## src/rtl/llc_defines.svh

```systemverilog
`ifndef LLC_DEFINES_SVH
`define LLC_DEFINES_SVH

`default_nettype none

// ==================================================
// address layout {tag, set, offset}
// ==================================================
`define LLC_SET_BITS    4
`define LLC_TAG_BITS    8
`define LLC_OFFSET_BITS 4   // byte within a line.

`define LLC_ADDR_BITS   (`LLC_TAG_BITS + `LLC_SET_BITS + `LLC_OFFSET_BITS)

`default_nettype wire

`endif

```

## src/rtl/llc_pkg.sv

```systemverilog
`include "llc_defines.svh"
`default_nettype none

package llc_pkg;

    typedef logic [`LLC_ADDR_BITS-1:0] llc_addr_t;
    typedef logic [`LLC_SET_BITS-1:0]  llc_set_t;
    typedef logic [`LLC_TAG_BITS-1:0]  llc_tag_t;

    // who issued a lookup.
    typedef enum logic [1:0] {
        SRC_RSP    = 2'd0,
        SRC_REQ    = 2'd1,
        SRC_DMA    = 2'd2,
        SRC_REPLAY = 2'd3
    } llc_src_t;

    // ==================================================
    // channel payloads
    // ==================================================
    typedef struct packed {
        llc_addr_t addr;
    } llc_rsp_t;

    typedef struct packed {
        llc_addr_t  addr;
        logic [3:0] id;
    } llc_req_t;

    typedef struct packed {
        llc_addr_t addr;
        logic      write;
    } llc_dma_t;

    // address split as the tag array sees it.
    typedef struct packed {
        llc_tag_t tag;
        llc_set_t set;
    } llc_line_t;

    typedef struct packed {
        llc_src_t   src;
        logic       hit;   // state before the lookup, also for fills.
        llc_set_t   set;
        llc_tag_t   tag;
        logic [3:0] id;
    } llc_lkp_res_t;

endpackage

`default_nettype wire

```

## src/rtl/llc_channel_buf.sv

```systemverilog
`default_nettype none

module llc_channel_buf #(
    parameter type payload_t = logic
) (
    input  wire logic     clk,
    input  wire logic     rst,
    input  wire logic     in_valid,
    output logic          in_ready,
    input  wire payload_t in_data,
    output logic          out_valid,
    output payload_t      out_data,
    input  wire logic     take
);

    logic full;
    logic accept;

    assign accept   = in_valid && in_ready;
    assign in_ready = !full;   // one entry, no bypass.

    always_ff @(posedge clk or negedge rst) begin
        if (!rst) begin
            full <= 1'b0;
        end else if (accept) begin
            full <= 1'b1;
        end else if (take) begin
            full <= 1'b0;
        end
    end

    // payload held until the decoder takes it.
    always_ff @(posedge clk) begin
        if (accept) begin
            out_data <= in_data;
        end
    end

    assign out_valid = full;

endmodule

`default_nettype wire

```

## src/rtl/llc_front.sv

```systemverilog
`default_nettype none

module llc_front (
    input  wire logic              clk,
    input  wire logic              rst,
    input  wire logic              flush,
    input  wire logic              rsp_in_valid,
    output logic                   rsp_in_ready,
    input  wire llc_pkg::llc_rsp_t rsp_in_data,
    input  wire logic              req_in_valid,
    output logic                   req_in_ready,
    input  wire llc_pkg::llc_req_t req_in_data,
    input  wire logic              dma_in_valid,
    output logic                   dma_in_ready,
    input  wire llc_pkg::llc_dma_t dma_in_data,
    output logic                   lkp_valid,
    input  wire logic              lkp_ready,
    output llc_pkg::llc_lkp_res_t  lkp_res,
    output logic                   busy
);

    import llc_pkg::*;

    llc_rsp_t   rsp_data;
    llc_req_t   req_data;
    llc_dma_t   dma_data;
    logic       rsp_valid, req_valid, dma_valid;
    logic       rsp_take, req_take, dma_take;
    logic       look, walk_clear, hit, lkp_busy;
    llc_line_t  line, parked_line;
    llc_src_t   src;
    logic [3:0] id, parked_id;
    llc_set_t   walk_set;
    logic       rst_stall, flush_stall, req_stall, parked_valid;
    logic       incr_walk_set, clr_rst_stall, clr_flush_stall, clr_req_stall;
    logic       park, replay_taken;

    // ==================================================
    // input channels
    // ==================================================
    llc_channel_buf #(.payload_t(llc_rsp_t)) rsp_buf_i (
        .clk(clk), .rst(rst),
        .in_valid(rsp_in_valid), .in_ready(rsp_in_ready), .in_data(rsp_in_data),
        .out_valid(rsp_valid), .out_data(rsp_data), .take(rsp_take)
    );

    llc_channel_buf #(.payload_t(llc_req_t)) req_buf_i (
        .clk(clk), .rst(rst),
        .in_valid(req_in_valid), .in_ready(req_in_ready), .in_data(req_in_data),
        .out_valid(req_valid), .out_data(req_data), .take(req_take)
    );

    llc_channel_buf #(.payload_t(llc_dma_t)) dma_buf_i (
        .clk(clk), .rst(rst),
        .in_valid(dma_in_valid), .in_ready(dma_in_ready), .in_data(dma_in_data),
        .out_valid(dma_valid), .out_data(dma_data), .take(dma_take)
    );

    llc_input_decoder decoder_i (
        .clk(clk), .rst(rst),
        .rsp_valid(rsp_valid), .rsp_data(rsp_data),
        .req_valid(req_valid), .req_data(req_data),
        .dma_valid(dma_valid), .dma_data(dma_data),
        .rst_stall(rst_stall), .flush_stall(flush_stall), .req_stall(req_stall),
        .parked_valid(parked_valid), .parked_line(parked_line), .parked_id(parked_id),
        .walk_set(walk_set), .hit(hit), .lkp_busy(lkp_busy),
        .rsp_take(rsp_take), .req_take(req_take), .dma_take(dma_take),
        .look(look), .walk_clear(walk_clear), .line(line), .src(src), .id(id),
        .incr_walk_set(incr_walk_set), .clr_rst_stall(clr_rst_stall),
        .clr_flush_stall(clr_flush_stall), .clr_req_stall(clr_req_stall),
        .park(park), .replay_taken(replay_taken)
    );

    llc_stall_ctrl stall_i (
        .clk(clk), .rst(rst), .flush(flush),
        .incr_walk_set(incr_walk_set), .clr_rst_stall(clr_rst_stall),
        .clr_flush_stall(clr_flush_stall), .clr_req_stall(clr_req_stall),
        .park(park), .park_line(line), .park_id(id), .replay_taken(replay_taken),
        .rst_stall(rst_stall), .flush_stall(flush_stall), .req_stall(req_stall),
        .walk_set(walk_set), .parked_valid(parked_valid), .parked_line(parked_line),
        .parked_id(parked_id), .busy(busy)
    );

    // shared tag store, owned by whichever source won the round.
    llc_tag_array tags_i (
        .clk(clk), .rst(rst),
        .look(look), .walk_clear(walk_clear), .line(line), .src(src), .id(id),
        .lkp_ready(lkp_ready), .hit(hit), .lkp_valid(lkp_valid),
        .lkp_res(lkp_res), .lkp_busy(lkp_busy)
    );

endmodule

`default_nettype wire

```

## src/rtl/llc_input_decoder.sv

```systemverilog
`include "llc_defines.svh"
`default_nettype none

module llc_input_decoder (
    input  wire logic               clk,
    input  wire logic               rst,
    input  wire logic               rsp_valid,
    input  wire llc_pkg::llc_rsp_t  rsp_data,
    input  wire logic               req_valid,
    input  wire llc_pkg::llc_req_t  req_data,
    input  wire logic               dma_valid,
    input  wire llc_pkg::llc_dma_t  dma_data,
    input  wire logic               rst_stall,
    input  wire logic               flush_stall,
    input  wire logic               req_stall,
    input  wire logic               parked_valid,
    input  wire llc_pkg::llc_line_t parked_line,
    input  wire logic [3:0]         parked_id,
    input  wire llc_pkg::llc_set_t  walk_set,
    input  wire logic               hit,
    input  wire logic               lkp_busy,
    output logic                    rsp_take,
    output logic                    req_take,
    output logic                    dma_take,
    output logic                    look,
    output logic                    walk_clear,
    output llc_pkg::llc_line_t      line,
    output llc_pkg::llc_src_t       src,
    output logic [3:0]              id,
    output logic                    incr_walk_set,
    output logic                    clr_rst_stall,
    output logic                    clr_flush_stall,
    output logic                    clr_req_stall,
    output logic                    park,
    output logic                    replay_taken
);

    import llc_pkg::*;

    typedef enum logic [1:0] {
        IDLE   = 2'b00,
        DECODE = 2'b01,
        SET    = 2'b11,
        STALL  = 2'b10
    } state_t;

    state_t state, next_state;

    logic sel_rst_walk, sel_flush_walk, sel_rsp, sel_req, sel_replay, sel_dma;
    logic rst_walk_q, flush_walk_q, rsp_q, req_q, replay_q, dma_q;
    logic walk_q, lookup_q, st_set, exit_stall, last_set;
    llc_line_t  line_next;
    llc_src_t   src_next;
    logic [3:0] id_next;

    function automatic llc_line_t addr_to_line(input llc_addr_t addr);
        llc_line_t l;
        l.tag = addr[`LLC_ADDR_BITS-1 -: `LLC_TAG_BITS];
        l.set = addr[`LLC_OFFSET_BITS +: `LLC_SET_BITS];
        return l;
    endfunction

    // ==================================================
    // round: IDLE, DECODE, SET, STALL
    // ==================================================
    always_ff @(posedge clk or negedge rst) begin
        if (!rst) begin
            state <= IDLE;
        end else begin
            state <= next_state;
        end
    end

    always_comb begin
        next_state = state;
        case (state)
            IDLE:    next_state = DECODE;
            DECODE:  next_state = SET;
            SET:     next_state = STALL;
            STALL:   if (!lkp_busy) next_state = IDLE;   // hold until result taken.
            default: next_state = IDLE;
        endcase
    end

    // fixed priority, walks first.
    always_comb begin
        sel_rst_walk   = 1'b0;
        sel_flush_walk = 1'b0;
        sel_rsp        = 1'b0;
        sel_req        = 1'b0;
        sel_replay     = 1'b0;
        sel_dma        = 1'b0;
        line_next      = '0;
        src_next       = SRC_RSP;
        id_next        = '0;
        if (rst_stall || flush_stall) begin
            sel_rst_walk   = rst_stall;
            sel_flush_walk = !rst_stall;
            line_next.set  = walk_set;
        end else if (rsp_valid) begin
            sel_rsp   = 1'b1;
            line_next = addr_to_line(rsp_data.addr);
        end else if (!req_stall && parked_valid) begin
            sel_replay = 1'b1;   // parked request goes before new ones.
            line_next  = parked_line;
            src_next   = SRC_REPLAY;
            id_next    = parked_id;
        end else if (!req_stall && req_valid) begin
            sel_req   = 1'b1;
            line_next = addr_to_line(req_data.addr);
            src_next  = SRC_REQ;
            id_next   = req_data.id;
        end else if (!req_stall && dma_valid) begin
            sel_dma   = 1'b1;
            line_next = addr_to_line(dma_data.addr);
            src_next  = SRC_DMA;
        end
    end

    always_ff @(posedge clk or negedge rst) begin
        if (!rst) begin
            rst_walk_q   <= 1'b0;
            flush_walk_q <= 1'b0;
            rsp_q        <= 1'b0;
            req_q        <= 1'b0;
            replay_q     <= 1'b0;
            dma_q        <= 1'b0;
        end else if (state == DECODE) begin
            rst_walk_q   <= sel_rst_walk;
            flush_walk_q <= sel_flush_walk;
            rsp_q        <= sel_rsp;
            req_q        <= sel_req;
            replay_q     <= sel_replay;
            dma_q        <= sel_dma;
        end
    end

    always_ff @(posedge clk) begin
        if (state == DECODE) begin
            line <= line_next;
            src  <= src_next;
            id   <= id_next;
        end
    end

    // ==================================================
    // SET and STALL outputs
    // ==================================================
    assign st_set     = (state == SET);
    assign exit_stall = (state == STALL) && !lkp_busy;
    assign walk_q     = rst_walk_q || flush_walk_q;
    assign lookup_q   = rsp_q || req_q || replay_q || dma_q;
    assign last_set   = (walk_set == {`LLC_SET_BITS{1'b1}});

    assign rsp_take     = st_set && rsp_q;
    assign req_take     = st_set && req_q;
    assign dma_take     = st_set && dma_q;
    assign replay_taken = st_set && replay_q;
    assign look         = st_set && lookup_q;
    assign walk_clear   = st_set && walk_q;

    assign incr_walk_set   = exit_stall && walk_q;
    assign clr_rst_stall   = exit_stall && rst_walk_q && last_set;
    assign clr_flush_stall = exit_stall && flush_walk_q && last_set;
    assign clr_req_stall   = exit_stall && rsp_q && req_stall && (line == parked_line);
    assign park            = exit_stall && (req_q || replay_q || dma_q) && !hit;

endmodule

`default_nettype wire

```

## src/rtl/llc_stall_ctrl.sv

```systemverilog
`default_nettype none

module llc_stall_ctrl (
    input  wire logic               clk,
    input  wire logic               rst,
    input  wire logic               flush,
    input  wire logic               incr_walk_set,
    input  wire logic               clr_rst_stall,
    input  wire logic               clr_flush_stall,
    input  wire logic               clr_req_stall,
    input  wire logic               park,
    input  wire llc_pkg::llc_line_t park_line,
    input  wire logic [3:0]         park_id,
    input  wire logic               replay_taken,
    output logic                    rst_stall,
    output logic                    flush_stall,
    output logic                    req_stall,
    output llc_pkg::llc_set_t       walk_set,
    output logic                    parked_valid,
    output llc_pkg::llc_line_t      parked_line,
    output logic [3:0]              parked_id,
    output logic                    busy
);

    // ==================================================
    // invalidate walks
    // ==================================================
    always_ff @(posedge clk or negedge rst) begin
        if (!rst) begin
            rst_stall   <= 1'b1;   // power-on walk.
            flush_stall <= 1'b0;
            walk_set    <= '0;
        end else begin
            if (clr_rst_stall) rst_stall <= 1'b0;
            if (flush) begin
                flush_stall <= 1'b1;   // a new flush wins over the clear.
            end else if (clr_flush_stall) begin
                flush_stall <= 1'b0;
            end
            if (incr_walk_set) walk_set <= walk_set + 1'b1;   // wraps to 0 at the end.
        end
    end

    // ==================================================
    // missed request
    // ==================================================
    always_ff @(posedge clk or negedge rst) begin
        if (!rst) begin
            req_stall    <= 1'b0;
            parked_valid <= 1'b0;
        end else begin
            if (park) begin
                req_stall <= 1'b1;
            end else if (clr_req_stall) begin
                req_stall <= 1'b0;
            end
            // ready for replay once the fill has landed.
            if (clr_req_stall) begin
                parked_valid <= 1'b1;
            end else if (replay_taken) begin
                parked_valid <= 1'b0;
            end
        end
    end

    always_ff @(posedge clk) begin
        if (park) begin
            parked_line <= park_line;
            parked_id   <= park_id;
        end
    end

    assign busy = rst_stall || flush_stall;

endmodule

`default_nettype wire

```

## src/rtl/llc_tag_array.sv

```systemverilog
`include "llc_defines.svh"
`default_nettype none

module llc_tag_array (
    input  wire logic               clk,
    input  wire logic               rst,
    input  wire logic               look,
    input  wire logic               walk_clear,
    input  wire llc_pkg::llc_line_t line,
    input  wire llc_pkg::llc_src_t  src,
    input  wire logic [3:0]         id,
    input  wire logic               lkp_ready,
    output logic                    hit,
    output logic                    lkp_valid,
    output llc_pkg::llc_lkp_res_t   lkp_res,
    output logic                    lkp_busy
);

    import llc_pkg::*;

    localparam int unsigned NUM_SETS = 1 << `LLC_SET_BITS;

    llc_tag_t            tag_mem [NUM_SETS];
    logic [NUM_SETS-1:0] line_valid;   // cleared by the reset walk.
    logic                lookup_hit;
    logic                fill;

    assign fill       = look && (src == SRC_RSP);
    assign lookup_hit = line_valid[line.set] && (tag_mem[line.set] == line.tag);

    always_ff @(posedge clk) begin
        if (fill) tag_mem[line.set] <= line.tag;
    end

    always_ff @(posedge clk) begin
        if (walk_clear) begin
            line_valid[line.set] <= 1'b0;
        end else if (fill) begin
            line_valid[line.set] <= 1'b1;
        end
    end

    // ==================================================
    // result register
    // ==================================================
    always_ff @(posedge clk or negedge rst) begin
        if (!rst) begin
            lkp_valid <= 1'b0;
        end else if (look) begin
            lkp_valid <= 1'b1;
        end else if (lkp_ready) begin
            lkp_valid <= 1'b0;
        end
    end

    always_ff @(posedge clk) begin
        if (look) begin
            lkp_res.src <= src;
            lkp_res.hit <= lookup_hit;
            lkp_res.set <= line.set;
            lkp_res.tag <= line.tag;
            lkp_res.id  <= id;
        end
    end

    assign hit      = lkp_res.hit;
    assign lkp_busy = lkp_valid && !lkp_ready;   // keeps the round in STALL.

endmodule

`default_nettype wire

```

## config.mk

```make
export PLATFORM = sky130hd
export DESIGN_NAME = llc_front
export DESIGN_NICKNAME = d
export VERILOG_FILES = /design/src/rtl/llc_pkg.sv /design/src/rtl/llc_channel_buf.sv /design/src/rtl/llc_front.sv /design/src/rtl/llc_input_decoder.sv /design/src/rtl/llc_stall_ctrl.sv /design/src/rtl/llc_tag_array.sv
export VERILOG_INCLUDE_DIRS = /design/src /design/src/rtl
export SDC_FILE = /design/constraint.sdc
export NUM_CORES = 1
export LEC_CHECK = 0
export BUFFER_PORTS_ARGS = -buffer_cell sky130_fd_sc_hd__buf_2
export CAP_MARGIN = 30
export CORE_MARGIN = 2
export CORE_UTILIZATION = 50
export CTS_BUF_LIST = sky130_fd_sc_hd__clkbuf_4 sky130_fd_sc_hd__clkbuf_8
export DETAILED_ROUTE_END_ITERATION = 8
export PLACE_DENSITY_LB_ADDON = 0.2
export SLEW_MARGIN = 10
export SYNTH_ARGS = -nofsm -noshare
export SYNTH_HDL_FRONTEND = slang
export SYNTH_HIERARCHICAL = 1
export SYNTH_SLANG_ARGS = --single-unit
```

## constraint.sdc

```tcl
create_clock -name clk -period 5.65 [get_ports clk]
set_clock_uncertainty 0.05 [all_clocks]
set_input_delay 0.2825 -clock clk [delete_from_list [all_inputs] [get_ports clk]]
set_output_delay 0.2825 -clock clk [all_outputs]
set_load 0.05 [all_outputs]
```

==> impl_metrics.yaml, run 1 <==
floorplan:
  io_pins: 84
  die-area_mm2: 0.0215
  core-area_mm2: 0.0201
  die-height_um: 147
  start_util: 0.507
  rows: 52
  die_width_um: 147
finish:
  diodes: 0
  drive_gt1_frac: 0.266
  area_delta_synth_final_pct: 18.3
  layout.nets: 782
  fin_util: 0.600
setup_path:
  crit_required_ns: 5.93
  startpoint: "decoder_i/line[1]"
  cp-start-kind: "flip-flop"
  end_kind: "flip-flop"
  r2r-start: "decoder_i/line[1]"
  critPathKind: "flip-flop to flip-flop"
  r2r_slack_ns: 2.54
  r2r.worst_path.cells: 6
  rr_endpoint: "tags_i/hit"
  cp-endpoint: "tags_i/hit"
  worstPathArrival_ns: 3.39
  path_max_fanout: 30
clock_tree:
  cts_tree: "built"
  numCtsBuffers: 40
  cts.clk_slew.worst_paths_ns: 0.06
  clock-sinks: 257
  cts_max_path_buffers: 3
  clkLatencyLatePin_ns: 0.53
  htreeDepth: 2
  cts-root-buf: "clkbuf_8"
placement:
  gp_congestion: 0.778
  numPortBuffers: 70
  post-dp-hpwl_um: 12600
sta:
  final-setup-viol-count: 0
  slew_violations: 0
  layout_worst_path_cycle_share: 0.551
  clock.fmax_mhz: 321
  final.setup.tns_ns: 0
  hold_viol_final: 0
  period_needed_ns: 3.11
  worstMarginPinSlew_ns: 0.982
  relSlewSlack: 0.343
  hold_ws_ns: 0.0818
  rsz0062_at_grt: "no"
power_and_ir_drop:
  power_leakage_uw: 0.00418
  finalPower_uw: 3830
  powerDensity_mw_per_mm2: 318
  ir_drop_v: 0.000277
routing:
  final_antenna_net_count: 0
  viasPerCell: 5.41
  wl_um: 20000
  wl_per_cell_um: 19.6
  dr_total_vias: 5506
  dr.pass1.iters: 4
  drt_iter0_drc: 346
  drc: 0
yosys:
  synth_area_mm2: 0.0102
  syn_nets: 646
  syn_inst: 585
  syn_avg_cell_area_um2: 17.4
  yosys_warnings: 6
global_route:
  grt_pass1_wl_um: 31700
  grt_max_degree: 33
  overflow: 0
  grt_pass1_vias: 5885
  antenna_found_initial: 0
  grt_usage: 0.191
outcome:
  status: "finished clean"
flow_run:
  maxCapViolations: 0
hold_path:
  hold_class: "input pin to flip-flop"
==> routing by layer <==
| layer | vias up | global-route usage | routed length (um) |
|---|---|---|---|
| met5 | - | 0 | 0 |
| met4 | 0 | 0.0510 | 295 |
| met3 | 21 | 0.0342 | 995 |
| met2 | 129 | 0.341 | 10500 |
| met1 | 2816 | 0.244 | 8140 |
| li1 | 2540 | - | - |
==> cells in the final DEF (no fill, tap or decap), types with 4 or more instances in the layout <==
master and n:
nor2_1 50, clkinv_2 5, dfrtp_1 19, a21oi_1 12
nand3b_1 8, a221oi_1 11, mux2i_1 14, o21ai_1 7
inv_1 17, xor2_1 4, dlygate4sd3_1 42, nor2b_1 8
a21o_1 11, clkbuf_4 12, clkinv_1 7, a22oi_1 8
mux4_2 36, a32oi_1 4, nand2b_1 4, xnor2_1 17
nand3_1 6, o21ai_0 6, clkbuf_8 42, or2_2 5
nand2_1 27, nand4_1 5, edfxtp_1 237, buf_4 8
buf_2 70, and2_1 8
==> sequential cells by signal, indices dropped and copies added, names as in the netlist, 2 cells and up, named ones only <==
signal and cells:
decoder_i/id 4, decoder_i/state 2, tags_i/tag_mem 128, rsp_buf_i/out_data 12, stall_i/parked_id 4, stall_i/walk_set 4, decoder_i/line 12, dma_buf_i/out_data 12
req_buf_i/out_data 16, stall_i/parked_line 12, tags_i/lkp_res 18, decoder_i/src 2
==> what timing repair did <==
item,CTS,global route
hold endpoints to repair,61,0
hold buffers,42,0
resized for setup,0,0
setup endpoints to repair,0,0
setup buffers,0,0
==> how the worst min path moves through the flow <==
stage | from | endpoint | cells after the start | slack (ns)
after floorplan | rst | decoder_i/dma_q | 0 | -0.06
after global placement | rst | stall_i/flush_stall | 1 | 0.19
after detailed placement | rst | stall_i/walk_set[1] | 1 | 0.21
after CTS | lkp_ready | decoder_i/state[1] | 3 | 0.04
after global routing | lkp_ready | decoder_i/state[1] | 3 | 0.06
final | lkp_ready | decoder_i/state[1] | 3 | 0.08
==> area by class of cell <==
| type | count | area [um2] |
|---|---|---|
| well taps | 270 | 338 |
| repair buffers | 123 | 893 |
| clock buffers | 54 | 668 |
| flip-flops and latches | 257 | 7620 |
| fillers | 1488 | 8050 |
| clock inverters | 15 | 98.8 |
| multi-input cells | 279 | 2370 |
| inverters | 20 | 75.1 |
==> power by group <==
part	switching, uW	total [uW]	internal (uW)
clock network	678	1490	815
logic	95.0	181	86.1
registers	52.3	2160	2100
==> per-stage QoR <==
step	worst slack [ns]	instances	instance area (um2)
after floorplan	2.67	585	10200
after global routing	2.37	1018	12100
final	2.54	1018	12100
after global placement	2.45	902	10800
after CTS	2.42	1014	12000
after detailed placement	2.48	903	10800
==> worst max-delay path, cell delays in order (launching register included) <==
cell      delay, ns
edfxtp_1       0.91
buf_12         0.33
mux4_2         0.55
mux4_2         0.48
xnor2_1        0.21
nand4_1        0.14
a211oi_2       0.24
No activity file was read; power rests on OpenSTA's default activity.
==> run 2, diff against run 1 <==
==> constraint.sdc (replaced) <==
create_clock -name clk -period 2.55 [get_ports clk]
set_clock_uncertainty 0.05 [all_clocks]
set_input_delay 0.1275 -clock clk [delete_from_list [all_inputs] [get_ports clk]]
set_output_delay 0.1275 -clock clk [all_outputs]
set_load 0.05 [all_outputs]
==> run 2 against run 1 <==
Net effect: via count increased by 1.9%; global-route usage is 0.054 points higher; non-clock buffer count increased by 23; sequential share of layout area is 1.6 points lower; total power is 130% higher; flip-flop and latch count stayed put; clock power up 140%; critical endpoint unchanged; largest cell class unchanged.
==> impl_metrics.yaml, run 2 (synthesis gave the netlist of run 1 again) <==
outcome:
  status: "finished clean"
finish:
  top_regs: "tags_i/tag_mem: 128 flops, tags_i/lkp_res: 18 flops, req_buf_i/out_data: 16 flops"
  final-seq-area_mm2: 0.00762
  final_cell_mix: "237 x edfxtp_1, 70 x buf_2, 47 x nor2_1"
  drive_gt1_frac: 0.291
  largest_reg_flops: 128
  layout.nets: 807
  multi_input_area_mm2: 0.00238
  num-fill-cells: 1447
  area_delta_synth_final_pct: 21.4
  diodes: 0
  layout_commonest_cell: "edfxtp_1"
  largest_register: "tags_i/tag_mem"
placement:
  gp_congestion: 0.825
  post-dp-hpwl_um: 12800
  numPortBuffers: 70
global_route:
  grt_pass1_vias: 5767
  overflow: 0
  antenna_found_initial: 0
  grt_usage: 0.192
  grt_max_degree: 36
  grt_pass1_wl_um: 31600
routing:
  drc: 0
  drt_iter0_drc: 360
  viasPerCell: 5.34
  wl_um: 20000
  dr.pass1.iters: 5
  wl_per_cell_um: 19.0
  final_antenna_net_count: 0
  dr_total_vias: 5610
sta:
  final-setup-viol-count: 0
  hold_viol_final: 0
  layout_worst_path_cycle_share: 0.937
  final.setup.tns_ns: 0
  relSlewSlack: 0.342
  hold_ws_ns: 0.0379
  rsz0062_at_grt: "yes"
  period_needed_ns: 2.39
  worstMarginPinSlew_ns: 0.983
  slew_violations: 0
  clock.fmax_mhz: 418
setup_path:
  end_kind: "flip-flop"
  critPathKind: "flip-flop to flip-flop"
  cp-start-kind: "flip-flop"
  crit_required_ns: 2.85
  path_max_fanout: 13
  worstPathArrival_ns: 2.69
flow_run:
  maxCapViolations: 0
power_and_ir_drop:
  powerDensity_mw_per_mm2: 714
  sw_frac_of_total: 0.215
  ir_drop_v: 0.000465
  p_comb_frac: 0.051
  power_leakage_uw: 0.00434
  pwr-share-clk: 0.413
  switching_power_uw: 1900
  power_frac_seq: 0.536
  cellInternalPower_uw: 6930
clock_tree:
  numCtsBuffers: 42
  cts-root-buf: "clkbuf_8"
  cts.clk_slew.worst_paths_ns: 0.06
  cts_tree: "built"
  cts_max_path_buffers: 3
  clock-sinks: 257
  clkLatencyLatePin_ns: 0.55
  htreeDepth: 2
floorplan:
  rows: 52
  start_util: 0.507
  die-area_mm2: 0.0215
  core-area_mm2: 0.0201
  die-height_um: 147
  die_width_um: 147
  io_pins: 84
hold_path:
  hold_class: "input pin to asynchronous set/reset pin"
==> run 2: changes by cell type in the layout (fill, tap and decap cells not counted), sizes merged <==
cell | before | now
buf | 81 | 103
clkinv | 13 | 19
bufinv | 1 | 3
clkinvlp | 0 | 1
dlygate4sd3 | 42 | 43
==> run 2: what timing repair did <==
action | CTS | global route
setup buffers | 0 | 1
resized for setup | 0 | 4
endpoints found under the hold margin | 63 | 0
setup endpoints to repair | 0 | 23
hold buffers | 43 | 0
==> run 2: per-stage QoR <==
| stage | instance area [um2] | cells | worst slack [ns] | util | power, uW |
|---|---|---|---|---|---|
| 6_report | 12400 | 1050 | 0.160 | 0.615 | 8830 |
| 5_1_grt | 12400 | 1050 | 0.00255 | 0.615 | 9150 |
| 4_1_cts | 12300 | 1048 | 0.112 | 0.614 | 8900 |
| 3_5_place_dp | 11000 | 927 | 0.143 | 0.549 | 5210 |
| 3_3_place_gp | 11000 | 927 | 0.155 | 0.549 | 5190 |
| 2_1_floorplan | 10200 | 585 | 0.186 | - | 5060 |
==> run 2: layout make-up <==
type                            instances  area share
Clock buffer                           54      0.0550
Clock inverter                         24      0.0155
Inverter                               20     0.00607
Multi-Input combinational cell        279       0.193
Sequential cell                       257       0.616
Tap cell                              270      0.0273
Timing Repair Buffer                  146      0.0875
==> run 2: metal layers <==
metal / vias up / GRT usage / part of all wire
met5: - / 0 / 0
met4: 0 / 0.0617 / 0.021
met3: 38 / 0.0379 / 0.050
met2: 156 / 0.330 / 0.51
met1: 2816 / 0.248 / 0.42
li1: 2600 / - / -
==> run 2: final timing paths <==
path,start,endpoint,slack [ns],depth (start not counted)
max in group asynchronous,rst,stall_i/rst_stall,2.06,2
min in group clk,rsp_in_valid,rsp_buf_i/out_data[12],0.09,2
max,decoder_i/line[1],tags_i/hit,0.16,6
min reg2reg,decoder_i/id[2],stall_i/parked_id[2],0.40,0
min,rst,stall_i/walk_set[1],0.04,2
max reg2reg,decoder_i/line[1],tags_i/hit,0.16,6
==> run 2: worst max-delay path, cell delays in order, from the launching register on <==
cell and delay [ns]:
edfxtp_1 0.42, buf_12 0.19, mux4_1 0.56, mux4_2 0.48, xnor2_1 0.14, nand4_1 0.17, a211oi_2 0.20
==> run 2: power by group through the flow <==
| stage | logic (uW) | registers [uW] | clock network (uW) |
|---|---|---|---|
| floorplan | 264 | 4800 | 0 |
| global placement | 383 | 4810 | 0 |
| detailed placement | 394 | 4810 | 0 |
| CTS | 445 | 4730 | 3730 |
| global route | 497 | 4730 | 3920 |
| finish | 450 | 4730 | 3650 |
